[src/rv_cfg.svh]
`ifndef RV_CFG_SVH
`define RV_CFG_SVH

// datapath and address width
`define RV_XLEN 32

// first fetch after reset
`define RV_RESET_PC 32'h8000_0000

// architectural register file
`define RV_NUM_REGS 32
`define RV_REG_AW 5

// one strobe bit per byte lane of a data word
`define RV_MASK_W 4

`endif
[src/rv_pkg.sv]
`default_nettype none

package rv_pkg;

  // major opcodes of the supported subset
  typedef enum logic [6:0] {
    OP_IMM = 7'b001_0011,
    LUI    = 7'b011_0111,
    AUIPC  = 7'b001_0111,
    JAL    = 7'b110_1111,
    JALR   = 7'b110_0111,
    LOAD   = 7'b000_0011,
    STORE  = 7'b010_0011,
    SYSTEM = 7'b111_0011
  } opcode_e;

  // register write-back source
  typedef enum logic [1:0] {
    WB_ALU  = 2'd0, // adder result
    WB_PC4  = 2'd1, // link address
    WB_LOAD = 2'd2  // extended load data
  } wb_sel_e;

  // first adder operand, second is always the immediate
  typedef enum logic [1:0] {
    OPA_RS1  = 2'd0,
    OPA_PC   = 2'd1,
    OPA_ZERO = 2'd2 // lui passes the immediate through
  } opa_sel_e;

  // funct3 of loads and stores
  typedef enum logic [2:0] {
    MEM_B  = 3'b000,
    MEM_H  = 3'b001,
    MEM_W  = 3'b010,
    MEM_BU = 3'b100, // loads only
    MEM_HU = 3'b101  // loads only
  } mem_size_e;

endpackage

`default_nettype wire

[src/rv_core_top.sv]
`timescale 1ns/1ps
`default_nettype none

`include "rv_cfg.svh"

module rv_core_top (
  input  logic                  clk,
  input  logic                  rst_n,
  input  logic [`RV_XLEN-1:0]   imem_rdata,
  input  logic [`RV_XLEN-1:0]   dmem_rdata,
  output logic [`RV_XLEN-1:0]   imem_addr,
  output logic [`RV_XLEN-1:0]   dmem_addr,
  output logic [`RV_XLEN-1:0]   dmem_wdata,
  output logic                  dmem_wen,
  output logic                  halt,
  output logic [`RV_MASK_W-1:0] dmem_wmask
);

  logic [`RV_XLEN-1:0]   pc;
  logic [`RV_XLEN-1:0]   pc_plus4;
  logic [`RV_XLEN-1:0]   pc_next;
  logic [`RV_XLEN-1:0]   opa;
  logic [`RV_XLEN-1:0]   sum;      // data address, jump target, alu result
  logic [`RV_XLEN-1:0]   wb_data;
  logic [`RV_XLEN-1:0]   imm;
  logic [`RV_XLEN-1:0]   rs1_data;
  logic [`RV_XLEN-1:0]   rs2_data;
  logic [`RV_XLEN-1:0]   load_data;
  logic [`RV_REG_AW-1:0] rs1_addr;
  logic [`RV_REG_AW-1:0] rs2_addr;
  logic [`RV_REG_AW-1:0] rd_addr;
  logic                  reg_wen;
  logic                  rf_wen;
  logic                  mem_read;
  logic                  mem_write;
  logic                  is_ebreak;
  rv_pkg::opa_sel_e      opa_sel;
  rv_pkg::wb_sel_e       wb_sel;
  rv_pkg::mem_size_e     mem_size;

  rv_decoder u_decoder (
    .instr     (imem_rdata),
    .rs1_addr  (rs1_addr),
    .rs2_addr  (rs2_addr),
    .rd_addr   (rd_addr),
    .reg_wen   (reg_wen),
    .mem_read  (mem_read),
    .mem_write (mem_write),
    .is_ebreak (is_ebreak),
    .opa_sel   (opa_sel),
    .wb_sel    (wb_sel),
    .mem_size  (mem_size),
    .imm       (imm)
  );

  rv_regfile u_regfile (
    .clk    (clk),
    .rst_n  (rst_n),
    .wen    (rf_wen),
    .waddr  (rd_addr),
    .raddr1 (rs1_addr),
    .raddr2 (rs2_addr),
    .wdata  (wb_data),
    .rdata1 (rs1_data),
    .rdata2 (rs2_data)
  );

  rv_lsu u_lsu (
    .clk        (clk),
    .rst_n      (rst_n),
    .mem_read   (mem_read),
    .mem_write  (mem_write),
    .mem_size   (mem_size),
    .byte_off   (sum[1:0]),
    .store_data (rs2_data),
    .dmem_rdata (dmem_rdata),
    .wmask      (dmem_wmask),
    .wdata      (dmem_wdata),
    .load_data  (load_data)
  );

  always_ff @(posedge clk or negedge rst_n) begin
    if (!rst_n) begin
      pc <= `RV_RESET_PC;
    end else begin
      pc <= pc_next;
    end
  end

  always_comb begin
    case (opa_sel)
      rv_pkg::OPA_PC:   opa = pc;
      rv_pkg::OPA_ZERO: opa = '0;
      default:          opa = rs1_data;
    endcase
  end

  assign sum      = opa + imm;
  assign pc_plus4 = pc + 32'd4;

  // held in reset or on ebreak, nothing is committed
  assign halt     = is_ebreak && rst_n;
  assign rf_wen   = reg_wen && rst_n && !halt;
  assign dmem_wen = mem_write && rst_n && !halt;

  // only jumps link, so the link select also picks the jump target
  always_comb begin
    if (halt) begin
      pc_next = pc;
    end else if (wb_sel == rv_pkg::WB_PC4) begin
      pc_next = {sum[`RV_XLEN-1:1], 1'b0}; // jalr clears bit 0
    end else begin
      pc_next = pc_plus4;
    end
  end

  always_comb begin
    case (wb_sel)
      rv_pkg::WB_PC4:  wb_data = pc_plus4;
      rv_pkg::WB_LOAD: wb_data = load_data;
      default:         wb_data = sum;
    endcase
  end

  assign imem_addr = pc;
  assign dmem_addr = sum; // byte address, memory aligns the word

endmodule

`default_nettype wire

[src/rv_lsu.sv]
`timescale 1ns/1ps
`default_nettype none

`include "rv_cfg.svh"

module rv_lsu (
  input  logic                  clk,
  input  logic                  rst_n,
  input  logic                  mem_read,
  input  logic                  mem_write,
  input  rv_pkg::mem_size_e     mem_size,
  input  logic [1:0]            byte_off,
  input  logic [`RV_XLEN-1:0]   store_data,
  input  logic [`RV_XLEN-1:0]   dmem_rdata,
  output logic [`RV_MASK_W-1:0] wmask,
  output logic [`RV_XLEN-1:0]   wdata,
  output logic [`RV_XLEN-1:0]   load_data
);

  logic [4:0]          lane_shift; // byte offset in bits
  logic [`RV_XLEN-1:0] lane;       // addressed lane moved down to bit 0

  assign lane_shift = {byte_off, 3'b000};
  assign lane       = dmem_rdata >> lane_shift;

  // store side, unused lanes carry zero
  always_comb begin
    wmask = '0;
    wdata = '0;
    if (mem_write) begin
      case (mem_size)
        rv_pkg::MEM_B: begin
          wmask = 4'b0001 << byte_off;
          wdata = {24'h00_0000, store_data[7:0]} << lane_shift;
        end
        rv_pkg::MEM_H: begin
          wmask = 4'b0011 << byte_off;
          wdata = {16'h0000, store_data[15:0]} << lane_shift;
        end
        rv_pkg::MEM_W: begin
          wmask = 4'b1111;
          wdata = store_data;
        end
        default: ; // no unsigned stores
      endcase
    end
  end

  // load side
  always_comb begin
    load_data = '0;
    if (mem_read) begin
      case (mem_size)
        rv_pkg::MEM_B:  load_data = {{24{lane[7]}}, lane[7:0]};
        rv_pkg::MEM_H:  load_data = {{16{lane[15]}}, lane[15:0]};
        rv_pkg::MEM_W:  load_data = lane;
        rv_pkg::MEM_BU: load_data = {24'h00_0000, lane[7:0]};
        rv_pkg::MEM_HU: load_data = {16'h0000, lane[15:0]};
        default:        load_data = '0;
      endcase
    end
  end

  a_half_aligned: assert property (@(posedge clk) disable iff (!rst_n)
    ((mem_read || mem_write) &&
     (mem_size == rv_pkg::MEM_H || mem_size == rv_pkg::MEM_HU)) |-> !byte_off[0])
    else $error("lsu: misaligned half-word access, offset %0d", byte_off);

  a_word_aligned: assert property (@(posedge clk) disable iff (!rst_n)
    ((mem_read || mem_write) && (mem_size == rv_pkg::MEM_W)) |-> (byte_off == 2'b00))
    else $error("lsu: misaligned word access, offset %0d", byte_off);

endmodule

`default_nettype wire

[src/rv_regfile.sv]
`timescale 1ns/1ps
`default_nettype none

`include "rv_cfg.svh"

module rv_regfile (
  input  logic                  clk,
  input  logic                  rst_n,
  input  logic                  wen,
  input  logic [`RV_REG_AW-1:0] waddr,
  input  logic [`RV_REG_AW-1:0] raddr1,
  input  logic [`RV_REG_AW-1:0] raddr2,
  input  logic [`RV_XLEN-1:0]   wdata,
  output logic [`RV_XLEN-1:0]   rdata1,
  output logic [`RV_XLEN-1:0]   rdata2
);

  logic [`RV_XLEN-1:0] regs [`RV_NUM_REGS];

  always_ff @(posedge clk or negedge rst_n) begin
    if (!rst_n) begin
      for (int i = 0; i < `RV_NUM_REGS; i++) begin
        regs[i] <= '0;
      end
    end else if (wen && (waddr != '0)) begin // x0 stays zero
      regs[waddr] <= wdata;
    end
  end

  // reads see the value before this cycle's write
  assign rdata1 = regs[raddr1];
  assign rdata2 = regs[raddr2];

endmodule

`default_nettype wire

[src/rv_decoder.sv]
`timescale 1ns/1ps
`default_nettype none

`include "rv_cfg.svh"

module rv_decoder (
  input  logic [31:0]            instr,
  output logic [`RV_REG_AW-1:0]  rs1_addr,
  output logic [`RV_REG_AW-1:0]  rs2_addr,
  output logic [`RV_REG_AW-1:0]  rd_addr,
  output logic                   reg_wen,
  output logic                   mem_read,
  output logic                   mem_write,
  output logic                   is_ebreak,
  output rv_pkg::opa_sel_e       opa_sel,
  output rv_pkg::wb_sel_e        wb_sel,
  output rv_pkg::mem_size_e      mem_size,
  output logic [`RV_XLEN-1:0]    imm
);

  rv_pkg::opcode_e     opcode;
  logic [2:0]          funct3;
  logic [`RV_XLEN-1:0] imm_i;
  logic [`RV_XLEN-1:0] imm_s;
  logic [`RV_XLEN-1:0] imm_u;
  logic [`RV_XLEN-1:0] imm_j;

  assign opcode   = rv_pkg::opcode_e'(instr[6:0]);
  assign funct3   = instr[14:12];
  assign rd_addr  = instr[11:7];
  assign rs1_addr = instr[19:15];
  assign rs2_addr = instr[24:20];
  assign mem_size = rv_pkg::mem_size_e'(funct3);

  // immediate formats, all sign-extended from bit 31
  assign imm_i = {{20{instr[31]}}, instr[31:20]};
  assign imm_s = {{20{instr[31]}}, instr[31:25], instr[11:7]};
  assign imm_u = {instr[31:12], 12'h000}; // already shifted
  assign imm_j = {{12{instr[31]}}, instr[19:12], instr[20], instr[30:21], 1'b0};

  // only the exact ebreak encoding halts
  assign is_ebreak = (instr == 32'h0010_0073);

  always_comb begin
    reg_wen   = 1'b0;
    mem_read  = 1'b0;
    mem_write = 1'b0;
    opa_sel   = rv_pkg::OPA_RS1;
    wb_sel    = rv_pkg::WB_ALU;
    imm       = imm_i;
    case (opcode)
      rv_pkg::OP_IMM: begin
        reg_wen = (funct3 == 3'b000); // addi only
      end
      rv_pkg::LUI: begin
        reg_wen = 1'b1;
        opa_sel = rv_pkg::OPA_ZERO;
        imm     = imm_u;
      end
      rv_pkg::AUIPC: begin
        reg_wen = 1'b1;
        opa_sel = rv_pkg::OPA_PC;
        imm     = imm_u;
      end
      rv_pkg::JAL: begin
        reg_wen = 1'b1;
        opa_sel = rv_pkg::OPA_PC;
        wb_sel  = rv_pkg::WB_PC4;
        imm     = imm_j;
      end
      rv_pkg::JALR: begin
        reg_wen = 1'b1;
        wb_sel  = rv_pkg::WB_PC4; // target is rs1 + imm_i
      end
      rv_pkg::LOAD: begin
        reg_wen  = 1'b1;
        mem_read = 1'b1;
        wb_sel   = rv_pkg::WB_LOAD;
      end
      rv_pkg::STORE: begin
        mem_write = 1'b1;
        imm       = imm_s;
      end
      default: ; // system and unknown opcodes have no side effects
    endcase
  end

endmodule

`default_nettype wire

[config.mk]
export PLATFORM = sky130hd
export DESIGN_NAME = rv_core_top
export DESIGN_NICKNAME = d
export VERILOG_FILES = /design/src/rv_pkg.sv /design/src/rv_core_top.sv /design/src/rv_lsu.sv /design/src/rv_regfile.sv /design/src/rv_decoder.sv
export VERILOG_INCLUDE_DIRS = /design/src
export SDC_FILE = /design/constraint.sdc
export NUM_CORES = 2
export LEC_CHECK = 0
export BUFFER_PORTS_ARGS = -buffer_cell sky130_fd_sc_hd__buf_2
export CORE_AREA = 5 5 455 412
export DETAILED_ROUTE_END_ITERATION = 10
export DIE_AREA = 0 0 460 417
export HOLD_SLACK_MARGIN = 0.06
export PLACE_DENSITY = 0.56
export SYNTH_ARGS = -nofsm -noshare
export SYNTH_HDL_FRONTEND = slang
export SYNTH_HIERARCHICAL = 1
export SYNTH_SLANG_ARGS = --single-unit
export TNS_END_PERCENT = 5
[constraint.sdc]
create_clock -name clk -period 20.5 [get_ports clk]
set_input_delay 4.1 -clock clk [delete_from_list [all_inputs] [get_ports clk]]
set_output_delay 4.1 -clock clk [all_outputs]
set_load 0.01 [all_outputs]
==> impl_metrics.json <==
{
  "netlist_top_cells_count": "dfrtp_1 (1054), mux2i_1 (1039), mux2_2 (974)",
  "cts_tree": "built",
  "fin_crit_sh_pct": 72.2,
  "status": "completed",
  "cp-startpoint": "imem_rdata[16]",
  "p_total_w": 0.00564,
  "die-area_um2": 192000,
  "gp_congestion": 0.951,
  "yosys.area_share.adder_pct": 0.744,
  "cp_data_arrival_time_ns": 10.69,
  "yosys.area.top_type_share_pct": 41.7,
  "yosys.area_share.simple_pct": 7.02,
  "slew_headroom_pct": 16.5,
  "finalNonFillerCells": 8041,
  "wl_per_cell_um": 28.8,
  "ant_nets": 0,
  "drtIter0Drc": 5259,
  "fin_nets": 5631,
  "finalCriticalPeriod_ns": 14.79,
  "min_from": "u_regfile/regs[1008]$_DFFE_PN0P_",
  "syn_area_per_cell_um2": 11.1,
  "syn2layout_area_growth_pct": 10.0,
  "r2r-end": "u_regfile/regs[249]$_DFFE_PN0P_",
  "fin_skew_ns": 0.0579,
  "grt_pass1_vias": 47100,
  "clock_sinks": 1055,
  "peakVddDrop_mv": 0.0692,
  "pin_count": 168,
  "async_reset_ff_share_pct": 100,
  "core_um2": 182000,
  "htreeDepth": 3,
  "synth-seq-cells": 1055,
  "hold_viol": 0,
  "hold_buffers": 0,
  "endpoint": "dmem_wdata[22]",
  "antenna_found_initial": 7,
  "vias": 48000,
  "synth_cells": 5685,
  "setup_tns_ns": 0,
  "drc": 0,
  "powerDensity_nw_per_um2": 81.1,
  "netlist_area_um2": 63200,
  "ctsLongestPathBuffers": 3,
  "die_y_um": 417,
  "endpoint_kind": "primary output",
  "leakage_nw": 33.7,
  "start_util_pct": 34.7,
  "yosys.area_share.xor_xnor_pct": 0.817,
  "yosysWarnings": 6,
  "reg2reg_from": "u_regfile/regs[929]$_DFFE_PN0P_",
  "dpl.cell_count": 7825,
  "vias_per_cell": 5.96,
  "final_cell_area_um2": 69600,
  "ys_seq_area_share_pct": 41.8,
  "cts.clk_slew.worst_paths_ns": 0.05,
  "synth_compound_area_share_pct": 10.2,
  "netlist-cell-type-count": 84,
  "hpwl_mm": 137,
  "crit_fanout": 81,
  "cp_data_required_time_ns": 16.40,
  "grt_max_degree": 175,
  "synth_top_family_by_area": "multiplexers",
  "place_area_um2": 65500,
  "r2r_slack_ns": 14.26,
  "max_freq_ghz": 0.0676,
  "synth_ff_type": "dfrtp_1",
  "drt_wl_total_mm": 232,
  "setup_viol": 0,
  "num_rows": 149,
  "cts_resized": 0,
  "worstMarginPinSlew_ns": 1.25,
  "synth_fp_nets": 5788,
  "rsz0062_at_grt": "no",
  "insertion_delay_ns": 0.77,
  "rr_worst_depth": 21,
  "layout-drive-gt1-share_pct": 28.1,
  "drv_slew": 0,
  "yosysMostFrequentCell": "dfrtp_1",
  "synth-edff-count": 0,
  "cts_setup_buffers": 0,
  "grt_util_all_layers_pct": 23.4,
  "cts-buffers-inserted": 117,
  "grt_pass1_wl_mm": 337,
  "cap_violations": 0,
  "drt_pass1_iterations": 7,
  "io_buffer_count": 166,
  "cp-start-kind": "input pin",
  "hp-class": "register to register",
  "dieWidth_um": 460,
  "synthMuxAreaShare_pct": 34.5,
  "root_buffer": "clkbuf_16",
  "synthTopCellsByArea": "dfrtp_1 (42%), mux2_2 (17%), mux2i_1 (16%)",
  "critPathKind": "input pin to primary output",
  "yosysTopAreaCell": "dfrtp_1",
  "grt_overflow": 0
}
==> worst max-delay path, cell delays in order <==
cell      delay, ns
buf_8          0.58
buf_4          0.89
mux2i_1        0.19
a22o_1         0.27
nor3_1         0.19
a31oi_1        0.10
nand3_1        0.35
nand2_1        0.10
o21ai_0        0.14
inv_1          0.10
fa_1           0.59
inv_1          0.06
buf_4          0.25
nor2b_1        0.52
nor4bb_4       1.02
a22oi_1        0.14
o21ai_0        0.56
buf_2          0.26
==> placed cells by master, fill, tap and decap left out, types with 35 or more instances in the layout <==
master / count
a31oi_1: 71
inv_1: 36
a21oi_1: 267
a22o_1: 131
nor2_1: 90
xnor2_1: 40
o21ai_0: 88
clkbuf_8: 35
nor3_1: 81
dfrtp_1: 1054
buf_2: 163
a22oi_1: 217
nand2_1: 336
clkbuf_16: 118
nand3_1: 215
mux2i_1: 1039
buf_4: 128
mux2_2: 974
mux2_1: 39
==> power breakdown <==
group | switching (W) | leakage, nW | internal (W)
sequential | 0.000108 | 14.6 | 0.00216
combinational | 0.000779 | 17.1 | 0.000361
clock | 0.000908 | 2.00 | 0.00132
total | 0.00180 | 33.7 | 0.00385
==> through the flow <==
stage	setup slack (ns)	util, %	hold slack (ns)
after floorplan	8.15	-	0.449
after global placement	6.08	35.9	0.385
after detailed placement	5.96	35.9	0.388
after CTS	5.95	38.2	0.403
after global routing	5.57	38.2	0.412
final	5.71	38.2	0.398
==> sequential cells by signal (all words and copies together), names as in the netlist <==
register	flops
imem_addr	31
u_regfile/regs	1024
==> layout make-up <==
cell class	count	area, um2
fillers	17800	113000
multi-input cells	4013	33900
flip-flops and latches	1055	26400
clock buffers	181	3540
well taps	2416	3020
repair buffers	303	2000
clock inverters	34	551
inverters	38	143
diodes	1	2.50
==> worst min-delay path by stage <==
stage	endpoint	cells after the start	slack, ns
floorplan	u_regfile/regs[1000]$_DFFE_PN0P_	1	0.45
global placement	u_regfile/regs[1022]$_DFFE_PN0P_	0	0.38
detailed placement	u_regfile/regs[1006]$_DFFE_PN0P_	0	0.39
CTS	u_regfile/regs[1008]$_DFFE_PN0P_	0	0.40
global route	u_regfile/regs[1005]$_DFFE_PN0P_	0	0.41
finish	u_regfile/regs[1008]$_DFFE_PN0P_	0	0.40
==> routing by layer <==
metal	vias up	track usage, %	share of wire, %
li1	20600	-	-
met1	24900	32.9	44
met2	2024	35.7	44
met3	468	3.85	7.5
met4	4	9.99	4.6
met5	-	0	0.012
==> logic make-up after synthesis <==
logic type               count (synthesis)
XOR/XNOR                                59
multiplexers                          2052
other                                    1
adder cells (fa/ha/maj)                 37
AND/OR/NAND/NOR                        916
flip-flops                            1055
AO/OA/AOI/OAI                          948
buffers and inverters                  617
No activity file was read; power rests on OpenSTA's default activity.
